`config.mk`:
```
export PLATFORM = sky130hd
export DESIGN_NAME = tracelog_top
export DESIGN_NICKNAME = d
export VERILOG_FILES = /design/src/design/tracelog_pkg.sv /design/src/design/trace_if.sv /design/src/design/tracelog_top.sv /design/src/design/trace_out_port.sv /design/src/design/trace_record_builder.sv /design/src/design/trace_capture.sv
export SDC_FILE = /design/constraint.sdc
export NUM_CORES = 1
export LEC_CHECK = 0
export ABC_CLOCK_PERIOD_IN_PS = 7700
export BUFFER_PORTS_ARGS = -buffer_cell sky130_fd_sc_hd__clkbuf_2
export CORE_UTILIZATION = 45
export DETAILED_ROUTE_END_ITERATION = 12
export PLACE_DENSITY = 0.65
export SYNTH_ARGS = -nofsm -noshare
export SYNTH_HDL_FRONTEND = slang
export SYNTH_HIERARCHICAL = 1
export SYNTH_SLANG_ARGS = --single-unit
```
`constraint.sdc`:
```
create_clock -name clk -period 7.7 [get_ports clk]
set_input_delay 0.385 -clock clk [delete_from_list [all_inputs] [get_ports clk]]
set_output_delay 0.385 -clock clk [all_outputs]
set_load 0.05 [all_outputs]
```
`src/design/tracelog_pkg.sv`:
```
//----------------------------------------------------------
// Shared widths, CSR bit offsets and record types
// RV32I only, so machine mode is the sole privilege level
//----------------------------------------------------------

package tracelog_pkg;

    //----------------------------------------------------------
    // Widths
    //----------------------------------------------------------
    parameter int XLEN       = 32;
    parameter int ILEN       = 32;
    parameter int REG_AWIDTH = 5;
    parameter int EC_WIDTH   = 4;

    //----------------------------------------------------------
    // CSR bit offsets
    //----------------------------------------------------------
    parameter int MSTATUS_MIE_OFF  = 3;
    parameter int MSTATUS_MPIE_OFF = 7;
    parameter int MSTATUS_MPP_OFF  = 11;       // Two bits, 12:11
    parameter logic [1:0] MSTATUS_MPP_M = 2'b11; // Machine mode

    // Same positions in mie and mip
    parameter int IRQ_MS_OFF = 3;    // MSIE / MSIP
    parameter int IRQ_MT_OFF = 7;    // MTIE / MTIP
    parameter int IRQ_ME_OFF = 11;   // MEIE / MEIP

    //----------------------------------------------------------
    // Enums and structs
    //----------------------------------------------------------
    typedef enum logic [1:0] {
        EV_NONE,
        EV_EXC,
        EV_IRQ,
        EV_WAKE
    } trace_event_e;

    typedef enum logic [2:0] {
        REC_NONE,
        REC_REG,
        REC_MSTATUS,
        REC_MEPC,
        REC_MCAUSE,
        REC_MTVAL,
        REC_MIP,
        REC_MIE
    } trace_kind_e;

    typedef struct packed {
        logic [XLEN-1:0] mstatus;
        logic [XLEN-1:0] mie;
        logic [XLEN-1:0] mip;
        logic [XLEN-1:0] mepc;
        logic [XLEN-1:0] mcause;
        logic [XLEN-1:0] mtval;
    } csr_snap_t;

    // One captured retire or register write
    typedef struct packed {
        trace_event_e          ev;
        logic [XLEN-1:0]       pc;
        logic [ILEN-1:0]       instr;
        logic [XLEN-1:0]       npc;
        logic                  reg_we;
        logic [REG_AWIDTH-1:0] reg_addr;
        logic [XLEN-1:0]       reg_data;
        csr_snap_t             csr;
    } retire_t;

    // One output trace record
    typedef struct packed {
        trace_event_e          ev;
        trace_kind_e           kind;
        logic [XLEN-1:0]       pc;
        logic [ILEN-1:0]       instr;
        logic [XLEN-1:0]       npc;
        logic [REG_AWIDTH-1:0] reg_addr;
        logic [XLEN-1:0]       value;
    } trace_rec_t;

endpackage
```
`src/design/trace_if.sv`:
```
//----------------------------------------------------------
// Valid/ready links between the trace stages
// Data must stay stable while valid is high
//----------------------------------------------------------

`timescale 1ns/1ps

// Captured retire, capture stage to record builder
interface retire_if
    import tracelog_pkg::*;
();
    logic    valid;
    logic    ready;
    retire_t data;

    modport src (
        output valid,
        output data,
        input  ready
    );

    modport snk (
        input  valid,
        input  data,
        output ready
    );
endinterface

// Built record, record builder to output port
interface record_if
    import tracelog_pkg::*;
();
    logic       valid;
    logic       ready;
    trace_rec_t data;

    modport src (output valid, output data, input ready);
    modport snk (input valid, input data, output ready);
endinterface

```
`src/design/tracelog_top.sv`:
```
//----------------------------------------------------------
// Retire-trace record generator, RV32I machine mode only
// Core holds its update while ready_o is low
//----------------------------------------------------------

`timescale 1ns/1ps

module tracelog_top
    import tracelog_pkg::*;
#(
    parameter int FIFO_DEPTH = 4
) (
    input  logic                  clk,
    input  logic                  rst_n,
    // Core retire side
    input  logic                  update_pc_i,
    input  logic [XLEN-1:0]       npc_i,
    input  logic [ILEN-1:0]       instr_i,
    input  logic                  reg_we_i,
    input  logic [REG_AWIDTH-1:0] reg_addr_i,
    input  logic [XLEN-1:0]       reg_data_i,
    input  logic                  e_exc_i,
    input  logic                  e_irq_i,
    input  logic                  e_wake_i,
    // CSR bits
    input  logic                  mstatus_mie_i,
    input  logic                  mstatus_mpie_i,
    input  logic                  mie_msie_i,
    input  logic                  mie_mtie_i,
    input  logic                  mie_meie_i,
    input  logic                  mip_msip_i,
    input  logic                  mip_mtip_i,
    input  logic                  mip_meip_i,
    input  logic [XLEN-1:1]       mepc_i,
    input  logic                  mcause_irq_i,
    input  logic [EC_WIDTH-1:0]   mcause_ec_i,
    input  logic [XLEN-1:0]       mtval_i,
    output logic                  ready_o,
    // Record port, four-phase req/ack
    output logic                  rec_req_o,
    output trace_event_e          rec_event_o,
    output trace_kind_e           rec_kind_o,
    output logic [XLEN-1:0]       rec_pc_o,
    output logic [ILEN-1:0]       rec_instr_o,
    output logic [XLEN-1:0]       rec_npc_o,
    output logic [REG_AWIDTH-1:0] rec_reg_o,
    output logic [XLEN-1:0]       rec_value_o,
    input  logic                  rec_ack_i
);

    retire_if u_retire_if ();
    record_if u_record_if ();

    trace_capture u_trace_capture (
        .clk            (clk),
        .rst_n          (rst_n),
        .update_pc_i    (update_pc_i),
        .npc_i          (npc_i),
        .instr_i        (instr_i),
        .reg_we_i       (reg_we_i),
        .reg_addr_i     (reg_addr_i),
        .reg_data_i     (reg_data_i),
        .e_exc_i        (e_exc_i),
        .e_irq_i        (e_irq_i),
        .e_wake_i       (e_wake_i),
        .mstatus_mie_i  (mstatus_mie_i),
        .mstatus_mpie_i (mstatus_mpie_i),
        .mie_msie_i     (mie_msie_i),
        .mie_mtie_i     (mie_mtie_i),
        .mie_meie_i     (mie_meie_i),
        .mip_msip_i     (mip_msip_i),
        .mip_mtip_i     (mip_mtip_i),
        .mip_meip_i     (mip_meip_i),
        .mepc_i         (mepc_i),
        .mcause_irq_i   (mcause_irq_i),
        .mcause_ec_i    (mcause_ec_i),
        .mtval_i        (mtval_i),
        .ready_o        (ready_o),
        .retire_o       (u_retire_if.src)
    );

    trace_record_builder u_trace_record_builder (
        .clk      (clk),
        .rst_n    (rst_n),
        .retire_i (u_retire_if.snk),
        .record_o (u_record_if.src)
    );

    trace_out_port #(
        .FIFO_DEPTH (FIFO_DEPTH)
    ) u_trace_out_port (
        .clk         (clk),
        .rst_n       (rst_n),
        .record_i    (u_record_if.snk),
        .rec_req_o   (rec_req_o),
        .rec_event_o (rec_event_o),
        .rec_kind_o  (rec_kind_o),
        .rec_pc_o    (rec_pc_o),
        .rec_instr_o (rec_instr_o),
        .rec_npc_o   (rec_npc_o),
        .rec_reg_o   (rec_reg_o),
        .rec_value_o (rec_value_o),
        .rec_ack_i   (rec_ack_i)
    );

endmodule

```
`src/design/trace_out_port.sv`:
```
//----------------------------------------------------------
// Record queue and four-phase req/ack sender
// FIFO_DEPTH must be a power of two, at least 2
//----------------------------------------------------------

`timescale 1ns/1ps

module trace_out_port
    import tracelog_pkg::*;
#(
    parameter int FIFO_DEPTH = 4
) (
    input  logic                  clk,
    input  logic                  rst_n,
    record_if.snk                 record_i,
    output logic                  rec_req_o,
    output trace_event_e          rec_event_o,
    output trace_kind_e           rec_kind_o,
    output logic [XLEN-1:0]       rec_pc_o,
    output logic [ILEN-1:0]       rec_instr_o,
    output logic [XLEN-1:0]       rec_npc_o,
    output logic [REG_AWIDTH-1:0] rec_reg_o,
    output logic [XLEN-1:0]       rec_value_o,
    input  logic                  rec_ack_i
);

    localparam int PTR_W = $clog2(FIFO_DEPTH);

    typedef enum logic [1:0] {
        IDLE,
        REQ,
        WAIT_ACK_LOW
    } snd_state_e;

    snd_state_e     state_q;
    trace_rec_t     mem_q [0:FIFO_DEPTH-1];
    logic [PTR_W:0] wr_ptr_q;    // Extra bit tells full from empty
    logic [PTR_W:0] rd_ptr_q;
    logic           empty;
    logic           full;
    logic           push;
    logic           pop;
    trace_rec_t     head;

    //----------------------------------------------------------
    // Queue
    //----------------------------------------------------------
    assign empty = (wr_ptr_q == rd_ptr_q);
    assign full  = (wr_ptr_q[PTR_W] != rd_ptr_q[PTR_W])
                && (wr_ptr_q[PTR_W-1:0] == rd_ptr_q[PTR_W-1:0]);
    assign record_i.ready = !full;
    assign push = record_i.valid && !full;
    assign pop  = (state_q == REQ) && rec_ack_i;    // Ack seen, head is done
    assign head = mem_q[rd_ptr_q[PTR_W-1:0]];

    always_ff @(posedge clk) begin
        if (push) mem_q[wr_ptr_q[PTR_W-1:0]] <= record_i.data;
    end

    always_ff @(posedge clk) begin
        if (!rst_n) begin
            wr_ptr_q <= '0;
            rd_ptr_q <= '0;
        end else begin
            if (push) wr_ptr_q <= wr_ptr_q + 1'b1;
            if (pop)  rd_ptr_q <= rd_ptr_q + 1'b1;
        end
    end

    //----------------------------------------------------------
    // Four-phase sender
    //----------------------------------------------------------
    always_ff @(posedge clk) begin
        if (!rst_n) begin
            state_q <= IDLE;
        end else begin
            case (state_q)
                IDLE:         if (!empty)    state_q <= REQ;
                REQ:          if (rec_ack_i) state_q <= WAIT_ACK_LOW;
                WAIT_ACK_LOW: if (!rec_ack_i) state_q <= IDLE;
                default:      state_q <= IDLE;
            endcase
        end
    end

    assign rec_req_o   = (state_q == REQ);
    // Head stays put until popped, so fields are stable under req
    assign rec_event_o = head.ev;
    assign rec_kind_o  = head.kind;
    assign rec_pc_o    = head.pc;
    assign rec_instr_o = head.instr;
    assign rec_npc_o   = head.npc;
    assign rec_reg_o   = head.reg_addr;
    assign rec_value_o = head.value;

endmodule

```
`src/design/trace_record_builder.sv`:
```
//----------------------------------------------------------
// Expands one captured retire into 1, 2 or 4 records
// A new retire is taken only after the last record leaves
//----------------------------------------------------------

`timescale 1ns/1ps

module trace_record_builder
    import tracelog_pkg::*;
(
    input  logic  clk,
    input  logic  rst_n,
    retire_if.snk retire_i,
    record_if.src record_o
);

    typedef enum logic {
        IDLE,
        EMIT
    } bld_state_e;

    bld_state_e      state_q;
    logic [1:0]      step_q;      // Index into the record list
    logic [1:0]      last_step;
    retire_t         cur_q;
    logic            wake_pend;
    logic            reg_rec;
    trace_kind_e     kind;
    logic [XLEN-1:0] value;

    assign retire_i.ready = (state_q == IDLE);

    // Any enabled interrupt pending
    assign wake_pend = |(cur_q.csr.mip & cur_q.csr.mie);
    // x0 writes are not reported
    assign reg_rec   = cur_q.reg_we && (cur_q.reg_addr != '0);

    //----------------------------------------------------------
    // Record list for the event
    //----------------------------------------------------------
    always_comb begin
        kind      = REC_NONE;
        last_step = 2'd0;
        case (cur_q.ev)
            EV_EXC, EV_IRQ: begin
                last_step = 2'd3;
                case (step_q)
                    2'd0:    kind = REC_MSTATUS;
                    2'd1:    kind = REC_MEPC;
                    2'd2:    kind = REC_MCAUSE;
                    default: kind = REC_MTVAL;
                endcase
            end
            EV_WAKE: begin
                if (wake_pend) begin
                    last_step = 2'd1;
                    kind      = (step_q == 2'd0) ? REC_MIP : REC_MIE;
                end
            end
            default: begin
                if (reg_rec) kind = REC_REG;
            end
        endcase
    end

    always_comb begin
        case (kind)
            REC_REG:     value = cur_q.reg_data;
            REC_MSTATUS: value = cur_q.csr.mstatus;
            REC_MEPC:    value = cur_q.csr.mepc;
            REC_MCAUSE:  value = cur_q.csr.mcause;
            REC_MTVAL:   value = cur_q.csr.mtval;
            REC_MIP:     value = cur_q.csr.mip;
            REC_MIE:     value = cur_q.csr.mie;
            default:     value = '0;     // Empty record
        endcase
    end

    //----------------------------------------------------------
    // Record output
    //----------------------------------------------------------
    assign record_o.valid         = (state_q == EMIT);
    assign record_o.data.ev       = cur_q.ev;
    assign record_o.data.kind     = kind;
    assign record_o.data.pc       = cur_q.pc;
    assign record_o.data.instr    = cur_q.instr;
    assign record_o.data.npc      = cur_q.npc;
    assign record_o.data.reg_addr = (kind == REC_REG) ? cur_q.reg_addr : '0;
    assign record_o.data.value    = value;

    always_ff @(posedge clk) begin
        if (!rst_n) begin
            state_q <= IDLE;
            step_q  <= 2'd0;
        end else begin
            case (state_q)
                IDLE: begin
                    if (retire_i.valid) begin
                        state_q <= EMIT;
                        step_q  <= 2'd0;
                    end
                end
                EMIT: begin
                    if (record_o.ready) begin
                        if (step_q == last_step) state_q <= IDLE;
                        else                     step_q  <= step_q + 2'd1;
                    end
                end
                default: state_q <= IDLE;
            endcase
        end
    end

    // Hold the retire while its records go out
    always_ff @(posedge clk) begin
        if (retire_i.valid && retire_i.ready) cur_q <= retire_i.data;
    end

endmodule

```
`src/design/trace_capture.sv`:
```
//----------------------------------------------------------
// Registers core retire data and classifies the event
// Core must hold its update while ready_o is low
//----------------------------------------------------------

`timescale 1ns/1ps

module trace_capture
    import tracelog_pkg::*;
(
    input  logic                  clk,
    input  logic                  rst_n,
    input  logic                  update_pc_i,
    input  logic [XLEN-1:0]       npc_i,
    input  logic [ILEN-1:0]       instr_i,
    input  logic                  reg_we_i,
    input  logic [REG_AWIDTH-1:0] reg_addr_i,
    input  logic [XLEN-1:0]       reg_data_i,
    input  logic                  e_exc_i,
    input  logic                  e_irq_i,
    input  logic                  e_wake_i,
    input  logic                  mstatus_mie_i,
    input  logic                  mstatus_mpie_i,
    input  logic                  mie_msie_i,
    input  logic                  mie_mtie_i,
    input  logic                  mie_meie_i,
    input  logic                  mip_msip_i,
    input  logic                  mip_mtip_i,
    input  logic                  mip_meip_i,
    input  logic [XLEN-1:1]       mepc_i,
    input  logic                  mcause_irq_i,
    input  logic [EC_WIDTH-1:0]   mcause_ec_i,
    input  logic [XLEN-1:0]       mtval_i,
    output logic                  ready_o,
    retire_if.src                 retire_o
);

    logic            accept;
    logic            valid_q;
    logic [XLEN-1:0] npc_prev_q;   // Start of the PC chain
    trace_event_e    ev;
    csr_snap_t       csr_now;

    // Back-pressure reaches the core while an item waits
    assign ready_o = !valid_q || retire_o.ready;
    assign accept  = (update_pc_i || reg_we_i) && ready_o;
    assign retire_o.valid = valid_q;

    // Exception beats interrupt beats wakeup
    always_comb begin
        if (e_exc_i)       ev = EV_EXC;
        else if (e_irq_i)  ev = EV_IRQ;
        else if (e_wake_i) ev = EV_WAKE;
        else               ev = EV_NONE;
    end

    always_comb begin
        csr_now = '0;
        csr_now.mstatus[MSTATUS_MIE_OFF]  = mstatus_mie_i;
        csr_now.mstatus[MSTATUS_MPIE_OFF] = mstatus_mpie_i;
        csr_now.mstatus[MSTATUS_MPP_OFF+1:MSTATUS_MPP_OFF] = MSTATUS_MPP_M;
        csr_now.mie[IRQ_MS_OFF] = mie_msie_i;
        csr_now.mie[IRQ_MT_OFF] = mie_mtie_i;
        csr_now.mie[IRQ_ME_OFF] = mie_meie_i;
        csr_now.mip[IRQ_MS_OFF] = mip_msip_i;
        csr_now.mip[IRQ_MT_OFF] = mip_mtip_i;
        csr_now.mip[IRQ_ME_OFF] = mip_meip_i;
        csr_now.mepc   = {mepc_i, 1'b0};         // IALIGN 32, low bit rebuilt
        csr_now.mcause[XLEN-1]       = mcause_irq_i;
        csr_now.mcause[EC_WIDTH-1:0] = mcause_ec_i;
        csr_now.mtval  = mtval_i;
    end

    always_ff @(posedge clk) begin
        if (!rst_n) begin
            valid_q    <= 1'b0;
            npc_prev_q <= '0;
        end else if (accept) begin
            valid_q    <= 1'b1;
            npc_prev_q <= npc_i;
        end else if (retire_o.ready) begin
            valid_q    <= 1'b0;    // Item taken, nothing new
        end
    end

    // Payload
    always_ff @(posedge clk) begin
        if (accept) begin
            retire_o.data.ev       <= ev;
            retire_o.data.pc       <= npc_prev_q;
            retire_o.data.instr    <= instr_i;
            retire_o.data.npc      <= npc_i;
            retire_o.data.reg_we   <= reg_we_i;
            retire_o.data.reg_addr <= reg_addr_i;
            retire_o.data.reg_data <= reg_data_i;
            retire_o.data.csr      <= csr_now;
        end
    end

endmodule

```
* After elaboration in Yosys (flattened, before gate mapping)
Memory sizes are Yosys's and may differ from the RTL's. A register that Yosys moved wholly into a read port is not among the register bits.
Cells that the tools add are included.
** Operators by class
- Reductions and logical operators :: 17
- Multiply operators :: 0
- Muxes and demuxes :: 29
- Magnitude comparators :: 0
- Add/sub/neg operators :: 3
- Eq/ne operators :: 25
- Bitwise operators :: 2
- Shifts and indexed selects :: 0
- Divide/modulo/power cells :: 0
** Operator list (number)
- 32-bit one-hot mux with 7 select lines :: 1
- 32-bit OR reduction :: 1
- 2-bit 2-to-1 mux :: 10
- 12-bit AND :: 1
- 3-bit equality test (second input constant) :: 4
- 2-bit inequality test (second input constant) :: 6
- 1-bit 2-to-1 mux :: 10
- 3-bit one-hot mux with 3 select lines :: 1
- 2-bit equality test (second input constant) :: 4
- 2-bit one-hot mux with 2 select lines :: 2
- 3-bit by 1-bit adder with 3-bit output (second input constant) :: 2
- 2-bit by 1-bit equality test with 1-bit output (second input constant) :: 3
- 3-bit by 2-bit equality test with 1-bit output (second input constant) :: 2
- 1-bit logical AND :: 6
- 2-bit one-hot mux with 3 select lines :: 1
- 3-bit one-hot mux with 2 select lines :: 1
- 3-bit AND reduction :: 2
- 5-bit 2-to-1 mux :: 1
- 5-bit nonzero test :: 1
- 2-bit equality test :: 2
- 2-bit logical NOT :: 2
- 3-bit by 1-bit equality test with 1-bit output (second input constant) :: 1
- 3-bit equality test :: 1
- 3-bit 2-to-1 mux :: 1
- other kinds (8) :: 10
** Word-level totals
- Register bits :: 468
- Memories kept :: 1
- Bits in read-only memories :: 0
- Bits in latches :: 0
- Memory bits (writable) :: 552
- Logic and storage cells :: 110
- Output and inout port bits :: 140
- Bits of input ports :: 185
** Memory list
- u_trace_out_port.mem_q :: words 4, width 138, read ports 1, clocked after memory_dff 1, wr ports 1, RTL line trace_out_port.sv:36 : trace_rec_t mem_q [0:FIFO_DEPTH-1];

* Longest topological paths before layout
Gate-level depths: netlist of run 1.
- Depth in word-level cells :: 8
- Gate-level depth with buffers :: 11
- Mapped depth without buffers :: 9

* Hierarchy
Netlist of run 1, hierarchy kept.
** Modules (own cells, without submodules)
- trace_out_port :: seq. area each 16776.1 um^2, area an instance 20450.9 um^2, times used 1, cells an instance 785
- trace_record_builder :: seq. area each 9909.5 um^2, area an instance 12766.0 um^2, times used 1, cells an instance 678
- trace_capture :: seq. area each 7026.7 um^2, area an instance 8605.8 um^2, times used 1, cells an instance 478

* Worst setup path before layout of run 1
No wires, ideal clock.
- Kind :: register to register
- Start :: register u_trace_record_builder.state_q, in the netlist u_trace_record_builder/record_o.valid
- End :: register u_trace_record_builder/cur_q[0] (netlist name) (enable)
- Arrival :: 6.872 ns
- Clock period less this slack :: 7.550 ns
- Cell stages (with the launch flop) :: 4
- Buffers on the path :: 0
- Data required time :: 7.022 ns
- Setup time :: 0.678 ns
- Path slack :: 0.150 ns
- Cells stage by stage :: dfxtp_1 -> inv_1 -> nand2_1 -> inv_1
** Between the ends
- Longest elaborated chain between the ends :: 2
** Ends and longest elaborated chain
- start, declared :: RTL line trace_record_builder.sv:22 : bld_state_e state_q;
- start signal, assigned :: RTL line trace_record_builder.sv:93 : state_q <= IDLE;
- start signal, assigned :: RTL line trace_record_builder.sv:99 : state_q <= EMIT;
- start signal, assigned :: RTL line trace_record_builder.sv:105 : if (step_q == last_step) state_q <= IDLE;
- 1-bit NOT :: RTL line trace_record_builder.sv:31 : assign retire_i.ready = (state_q == IDLE);
- via u_retire_if.ready :: RTL line trace_if.sv:13 : logic ready;
- 1-bit logical AND :: RTL line trace_record_builder.sv:116 : if (retire_i.valid && retire_i.ready) cur_q <= retire_i.data;
- end signal, assigned :: RTL line trace_record_builder.sv:116
- end, declared :: RTL line trace_record_builder.sv:25 : retire_t cur_q;
The timed path passes the listed nets, and every way through them passes these cells.
A chain may end at the register's enable or synchronous reset.

==> results.tsv, run 1 <==
metric	value	unit
number of DRC markers in iteration 0	1477	
reg2reg start	u_trace_record_builder/cur_q[224]	
Yosys reg bits	1138	
main combinational cell family by area after synthesis	multiplexers	
Fmax	0.2575	GHz
final hold viol count	0	
worst vdd ir	0.2013	mV
post-CTS setup buffers	0	
power per cell area	292.4	nW/µm²
worst reg2reg endpoint	u_trace_out_port/mem_q[3][6]	
WHS	0.3977	ns
Worst R2R Setup Slack	3.95	ns
CP max FO	96	
Initial Utilization	45.56	%
Period Utilization, post-route	50.44	%
DRC Markers	0	
reg2reg path depth	9	
setup_tns	0	ns
HP Class	reg -> reg	
Root Buffer	clkbuf_16	
Post-synth EDFFs	1092	
post-synthesis sequential area ratio	80.61	%
Worst-Margin Slew	1.063	ns
LEAKAGE	0.01726	µW
Hold Path Depth	0	
Worst Hold Launch	u_trace_capture/retire_o.data[241]	
vias per cell	4.976	
Post-Synth Simple-Gate Area	1.616	%
num ports	325	
Final Skew	0.02914	ns
unique cell type count in the Yosys netlist	64	
DR vias	18730	
layout cells sized above 1	28.23	%
fin crit period	3.884	ns
initial antenna violation count	7	
vias in the first global route	19610	
synth top area cells	edfxtp_1 (78%), mux4_2 (7.4%), buf_4 (4.1%)	
Worst EP arrival	3.50	ns
Routed WL	81.50	mm
RSZ-0062 raised after global routing	false	
H-tree levels	3	
final number of max-transition violations	0	
post-synthesis xor/xnor area fraction	0.1855	%
WL/cell	21.65	µm
top-count cell post-synth	edfxtp_1	
clock tree buffer depth	3	
clk_lat worst skew	0.70	ns
row count	111	
CP endpoint kind	primary output	
Post-synth ARST share	0	%
Clock Sinks	1138	
largest net degree at the start of global routing	165	
Clock Pin Slew Worst Setup and Hold Paths	0.06	ns
port buffer count	324	
Pre-antenna DRT Iters	8	
Max-Cap Viols	0	
first-pass GRT wire length	120.9	mm
Layout area overhead	17.80	%
global route overflow	0	
Pwr Total	14410	µW
Main synth FF type	edfxtp_1	
CP Launch Type	flip-flop	
DPL Wire Length	48.22	mm
CP Data Required Time	7.32	ns
pre-CTS setup slack	3.915	ns
Final ANT Viol Nets	0	
die height	306.9	µm
CTS Buf Count	112	
Yosys Warn Count	6	
die area	94160	µm²
worst relative slew slack	29.10	%
RD Place Congestion	0.7786	
Adder-Cell Fraction of Synth Area	0.3291	%
Global Route Usage Sum	17.43	%
cells after synthesis	1941	
setup ws final	3.816	ns
setup violators final	0	
Synth Area in Compound Gates	2.926	%
WHS Endpoint	u_trace_record_builder/record_o.data[48]	
CTS tree	done	
Yosys top cell by area	edfxtp_1	
Yosys top cell area share	78.41	%
Mapped Avg Cell Area	21.55	µm²
mapped cell area	41820	µm²
mux contribution to synthesized area	9.256	%
Total Nets Final	2616	
synth cell count leaders	edfxtp_1 (1,092), buf_4 (228), mux4_2 (138), nand2_1 (81), mux2i_1 (65)	
Core ar.	91800	µm²
status	complete, no violations	
Crit Path Category	reg -> out	
Die X-Extent	306.9	µm
## sequential cells by signal, summed over array words and instances (netlist names), 2 cells and up, named ones only
signal and cells:
u_trace_record_builder/step_q 2, u_trace_record_builder/record_o.data 98, u_trace_out_port/state_q 2, u_trace_capture/npc_prev_q 32, u_trace_capture/retire_o.data 212, u_trace_out_port/wr_ptr_q 3, u_trace_record_builder/cur_q 230, u_trace_out_port/mem_q 552
u_trace_out_port/rd_ptr_q 3
## repair_timing
item	CTS	global route
endpoints found under the hold margin	215	0
gates resized for setup	0	0
hold buffers	184	0
## worst max-delay path by stage
stage / cells past startpoint / slack, ns / endpoint
6_report: 3 / 3.82 / rec_npc_o[20]
4_1_cts: 3 / 3.65 / rec_npc_o[20]
2_1_floorplan: 3 / 0.15 / u_trace_record_builder/cur_q[0]
3_3_place_gp: 9 / 3.94 / u_trace_out_port/mem_q[0][3]
5_1_grt: 3 / 3.55 / rec_npc_o[20]
3_5_place_dp: 9 / 3.92 / u_trace_out_port/mem_q[1][3]
## cell type report
type,instances,area (µm²)
Clock buffer,134,2937
Inverter,13,56.30
Tap cell,1243,1555
Sequential cell,1138,33720
Fill cell,6949,42540
Timing Repair Buffer,530,3666
Antenna cell,3,7.507
Clock inverter,79,884.6
Multi-Input combinational cell,625,6440
## metrics by stage
| step | cells | util (%) | area, µm² |
|---|---|---|---|
| detailed placement | 3365 | 47.49 | 43600 |
| CTS | 3762 | 53.66 | 49260 |
| finish | 3765 | 53.67 | 49270 |
| floorplan | 2055 | - | 42250 |
| global route | 3762 | 53.66 | 49260 |
| global placement | 3365 | 47.49 | 43600 |
## critical path, cell delays in order (launching register included)
cell	delay, ns
dfxtp_4	0.99
buf_12	0.53
mux4_2	0.65
clkbuf_2	0.27
## cell families after synthesis
group,count (synthesis)
DFF,1138
buffers and inverters,292
muxes,213
and+or+nand+nor,139
AOI/OAI and AO/OA,138
adders and majority gates,11
xor gates and xnor gates,8
other,2
## cell usage in the layout (no fill, tap or decap), drive strengths merged, types with 5 or more instances in the layout
master	n
buf	23
edfxtp	1092
nor2	10
xor2	6
a221o	9
a21oi	5
nand2	81
a22oi	48
dfxtp	46
and2	7
conb	116
clkinv	58
mux2	10
ha	11
o21ai	13
o211ai	23
mux4	138
nand3	5
a222oi	23
dlygate4sd3	184
clkbuf	457
bufinv	15
nand4	5
inv	18
mux2i	65
## metal layers
metal	track usage (%)	share of wire (%)	routed length (µm)	up-vias
met5	0	0	0	-
met4	5.395	2.2	1811	0
met3	3.239	5.9	4836	118
met2	30.77	52	42430	559
met1	21.74	40	32430	9572
li1	-	-	-	8485
## power by group
part	internal (µW)	total, µW	switching [µW]
registers	7260	7430	172
logic	463	1450	986
clock network	3250	5530	2280
total	11000	14400	3440
Power figures use the tool's default switching activity.
==> inputs of run 2 (changes only) <==
- ABC_CLOCK_PERIOD_IN_PS: 7700 -> 3900
- PLACE_DENSITY: 0.65 -> unset
- clock period: 7.7 -> 3.9 ns (I/O delays scaled with it)
==> run 2 against run 1 <==
Effect of this change:
- wire length increased by 3.7%
- worst hold slack got worse by 0.30 ns
- worst setup slack lost 3.4 ns
- combinational power increased by 100%
- sequential share of layout area is 0.36 points lower
- register-to-register slack lost 3.6 ns
- power rose by 98%
- largest cell class unchanged
==> results.tsv, run 2 (synthesis results as in run 1) <==
metric	value	unit
Root Buffer	clkbuf_16	
clk_lat worst skew	0.71	ns
Clock Sinks	1138	
pre-CTS setup slack	0.4169	ns
first-pass GRT wire length	124.8	mm
RD Place Congestion	0.7714	
die area	94160	µm²
Max-Cap Viols	0	
Pwr Total	28500	µW
WHS Endpoint	u_trace_record_builder/record_o.valid	
Global Route Usage Sum	18.06	%
status	complete, no violations	
num ports	325	
CTS Hold Bufs	184	
DR vias	19060	
final number of max-transition violations	0	
Worst Hold Launch	rst_n	
setup ws final	0.3867	ns
CTS Buf Count	113	
worst vdd ir	0.4126	mV
reg2reg start	u_trace_record_builder/cur_q[159]	
Pre-antenna DRT Iters	6	
Period Utilization, post-route	90.09	%
Initial Utilization	45.56	%
CP Launch Type	flip-flop	
LEAKAGE	0.01734	µW
final hold viol count	0	
initial antenna violation count	4	
Final ANT Viol Nets	0	
Clock Pin Slew Worst Setup and Hold Paths	0.06	ns
setup violators final	0	
layout cells sized above 1	28.27	%
HP Class	in -> reg	
DPL Wire Length	50.87	mm
commonest non-fill, non-tap cell in the layout	edfxtp_1	
number of DRC markers in iteration 0	1607	
WL/cell	22.36	µm
reg2reg path depth	8	
CP max FO	18	
port buffer count	324	
Total Nets Final	2633	
Core ar.	91800	µm²
most frequent cells in the layout	edfxtp_1 (1,092), clkbuf_2 (323), dlygate4sd3_1 (184)	
DRC Markers	0	
Fmax	0.2846	GHz
Worst R2R Setup Slack	0.39	ns
busiest layer in global routing	met2	
Worst-Margin Slew	1.282	ns
H-tree levels	3	
setup_tns	0	ns
met3 usage	3.535	%
Layout area overhead	18.44	%
Final Skew	0.03810	ns
max FFs per register	552	
worst reg2reg endpoint	u_trace_out_port/mem_q[2][3]	
Die X-Extent	306.9	µm
Hold Path Depth	2	
power per cell area	575.3	nW/µm²
largest net degree at the start of global routing	120	
RSZ-0062 raised after global routing	false	
vias in the first global route	20030	
Worst EP arrival	3.89	ns
die height	306.9	µm
row count	111	
vias per cell	5.043	
fin crit period	3.513	ns
CP endpoint kind	flip-flop	
worst relative slew slack	14.53	%
M2 GR Usage	31.12	%
CP Data Required Time	4.28	ns
Crit Path Category	reg -> reg	
CTS tree	done	
Routed WL	84.51	mm
GR Layer Usage met1	23.08	%
Resized cells post-CTS	0	
clock tree buffer depth	3	
post-CTS setup buffers	0	
global route overflow	0	
-- run 2: cell count changes in the layout (fill, tap and decap cells not counted), moves of 3 or more --
| cell | before | now |
|---|---|---|
| clkbuf_1 | 18 | 24 |
| clkinv_1 | 18 | 24 |
| clkinvlp_4 | 1 | 4 |
| clkinv_4 | 4 | 1 |
| buf_12 | 3 | 19 |
| clkinv_2 | 32 | 18 |
-- run 2: area by class of cell --
type,count,area (µm²)
Fill cell,7057,42270
Sequential cell,1138,33720
Multi-Input combinational cell,625,6447
Timing Repair Buffer,546,3986
Clock buffer,142,2987
Tap cell,1243,1555
Clock inverter,69,773.2
Inverter,13,55.05
Antenna cell,3,7.507
-- run 2: per-layer routing --
layer	share of wire, %	vias to the layer above
met4	2.2	2
li1	-	8531
met5	0.015	-
met2	51	556
met3	5.8	109
met1	41	9858
-- run 2: report_power, final --
part	leakage [µW]	switching, µW	internal, µW
sequential	0.0107	322	14300
clock	0.00183	4520	6370
combinational	0.00483	2000	967
total	0.0173	6840	21700
-- run 2: through the flow --
step	hold WS (ns)	std cells	cell area (µm²)	utilization [%]
3_5_place_dp	0.3736	3381	43930	47.85
6_report	0.09721	3779	49540	53.96
3_3_place_gp	0.3723	3381	43930	47.85
5_1_grt	0.1095	3776	49530	53.95
2_1_floorplan	0.2939	2055	42270	-
4_1_cts	0.04070	3776	49530	53.95
-- run 2: worst max path at each step --
stage                                                          from                         endpoint  slack [ns]
after floorplan               u_trace_record_builder/record_o.valid  u_trace_record_builder/cur_q[0]       -1.88
after detailed placement          u_trace_record_builder/cur_q[159]    u_trace_out_port/mem_q[3][26]        0.42
after global placement            u_trace_record_builder/cur_q[159]     u_trace_out_port/mem_q[0][3]        0.49
after global routing      u_trace_record_builder/record_o.data[136]     u_trace_out_port/mem_q[3][6]        0.26
final                             u_trace_record_builder/cur_q[159]     u_trace_out_port/mem_q[2][3]        0.39
after CTS                         u_trace_record_builder/cur_q[159]    u_trace_out_port/mem_q[3][26]        0.37
-- run 2: critical path, cell delays in order, from the launching register on --
cell,delay [ns]
edfxtp_1,0.49
a22oi_1,0.30
nand4_1,0.18
or4_1,0.76
a31oi_4,0.28
buf_4,0.36
buf_4,0.41
mux2i_1,0.26
o211ai_2,0.14
==> inputs of run 3 (changes only) <==
- CORE_MARGIN: unset -> 2
==> run 3 against run 2 <==
Effect of this change:
- sequential share of layout area is 0.084 points higher
- clock power hardly changed
- wire length down 2.5%
- critical path type unchanged
- global-route usage decreased by 0.70 points
- register-to-register slack improved by 0.20 ns
- worst setup slack improved by 0.20 ns
- core utilization shrank 0.15 points
- flip-flop and latch count is the same
- final area decreased by 0.12%
- clock skew decreased by 0.0030 ns
- worst hold slack improved by 0.069 ns
==> results.tsv, run 3 (synthesis results as in run 1) <==
metric	value	unit
row count	111	
HP Class	in -> reg	
reg2reg start	u_trace_record_builder/cur_q[134]	
Routed WL	82.37	mm
DRC Markers	0	
Period Utilization, post-route	84.95	%
Worst R2R Setup Slack	0.59	ns
WL/cell	21.79	µm
worst relative slew slack	19.51	%
layout cells sized above 1	28.64	%
Hold Path Depth	2	
CP Data Required Time	4.33	ns
CP max FO	17	
power per cell area	571.1	nW/µm²
vias in the first global route	20090	
H-tree levels	3	
final instance area	49470	µm²
fill count	7150	
number of DRC markers in iteration 0	1422	
first-pass GRT wire length	122.4	mm
Pwr Total	28260	µW
die height	308.9	µm
CP Launch Type	flip-flop	
CP endpoint kind	flip-flop	
clock tree buffer depth	3	
CTS Hold Bufs	184	
LEAKAGE	0.01734	µW
Total Nets Final	2634	
WHS Endpoint	u_trace_record_builder/record_o.valid	
Clock Sinks	1138	
Worst-Margin Slew	1.207	ns
vias per cell	5.007	
global route overflow	0	
Layout area overhead	18.29	%
Worst Hold Launch	rst_n	
most frequent cells in the layout	edfxtp_1 (1,092), clkbuf_2 (323), dlygate4sd3_1 (184)	
DPL Wire Length	49.63	mm
status	complete, no violations	
Die X-Extent	308.9	µm
Worst EP arrival	3.75	ns
area of the multi-input gates	6447	µm²
max FFs per register	552	
Resized cells post-CTS	0	
Root Buffer	clkbuf_16	
Core ar.	91940	µm²
Fmax	0.3019	GHz
fin crit period	3.313	ns
CTS tree	done	
DR vias	18930	
num ports	325	
RSZ-0062 raised after global routing	false	
clk_lat worst skew	0.70	ns
final hold viol count	0	
worst reg2reg endpoint	u_trace_out_port/mem_q[1][30]	
Global Route Usage Sum	17.36	%
largest net degree at the start of global routing	127	
commonest non-fill, non-tap cell in the layout	edfxtp_1	
Max-Cap Viols	0	
Final Skew	0.03514	ns
final number of max-transition violations	0	
Final ANT Viol Nets	0	
worst vdd ir	0.4803	mV
Clock Pin Slew Worst Setup and Hold Paths	0.06	ns
post-CTS setup buffers	0	
Crit Path Category	reg -> reg	
die area	95390	µm²
reg2reg path depth	8	
CTS Buf Count	113	
initial antenna violation count	3	
RD Place Congestion	0.7716	
post-place instance area	43910	µm²
Pre-antenna DRT Iters	5	
register area	33720	µm²
port buffer count	324	
setup violators final	0	
Initial Utilization	45.49	%
[run 3: cell count changes in the layout (fill, tap and decap cells not counted), sizes merged]
| cell | before | now |
|---|---|---|
| bufinv | 14 | 10 |
| clkbuf | 465 | 469 |
| clkinv | 45 | 48 |
| inv | 19 | 16 |
| buf | 39 | 40 |
| clkinvlp | 4 | 5 |
| diode | 3 | 2 |
[run 3: critical path, cell delays in order, from the launching register on]
cell      delay [ns]
edfxtp_1        0.39
a22oi_1         0.31
nand4_1         0.16
or4_1           0.75
a21oi_1         0.21
o21a_1          0.61
buf_4           0.25
a22oi_1         0.09
o211ai_1        0.28
[run 3: layer usage]
| metal | global-route usage (%) | wire [µm] |
|---|---|---|
| met1 | 21.75 | 32960 |
| met2 | 30.32 | 42640 |
| met3 | 3.734 | 4971 |
| met4 | 5.306 | 1778 |
| met5 | 0 | 30 |
[run 3: layout make-up]
class,count,area share (%)
inverter,13,0.1113
clock inverter,66,1.280
antenna,2,0.01012
tap,1243,3.144
sequential,1138,68.16
multi-input combinational,625,13.03
clock buffer,146,6.237
timing repair buffer,547,8.022
[run 3: worst max path at each step]
stage | start | endpoint | cells after the start
2_1_floorplan | u_trace_record_builder/record_o.valid | u_trace_record_builder/cur_q[0] | 3
3_3_place_gp | u_trace_record_builder/cur_q[138] | u_trace_out_port/mem_q[0][30] | 8
3_5_place_dp | u_trace_record_builder/cur_q[138] | u_trace_out_port/mem_q[3][30] | 8
4_1_cts | u_trace_record_builder/cur_q[138] | u_trace_out_port/mem_q[3][30] | 8
5_1_grt | u_trace_record_builder/record_o.data[136] | u_trace_out_port/mem_q[0][30] | 8
6_report | u_trace_record_builder/cur_q[134] | u_trace_out_port/mem_q[1][30] | 8
[run 3: through the flow]
stage	hold WS (ns)	TNS [ns]	setup WS, ns	utilization, %	instances
finish	0.1665	0	0.5871	53.81	3780
global route	0.1937	0	0.3492	53.81	3779
CTS	0.1419	0	0.6069	53.81	3778
detailed placement	0.3736	0	0.6240	47.76	3382
global placement	0.3712	0	0.6574	47.76	3382
floorplan	0.2939	-618.14	-1.885	-	2055
[run 3: power by group]
| group | internal [µW] | switching, µW |
|---|---|---|
| sequential | 14300 | 307 |
| combinational | 961 | 2000 |
| clock | 6250 | 4420 |
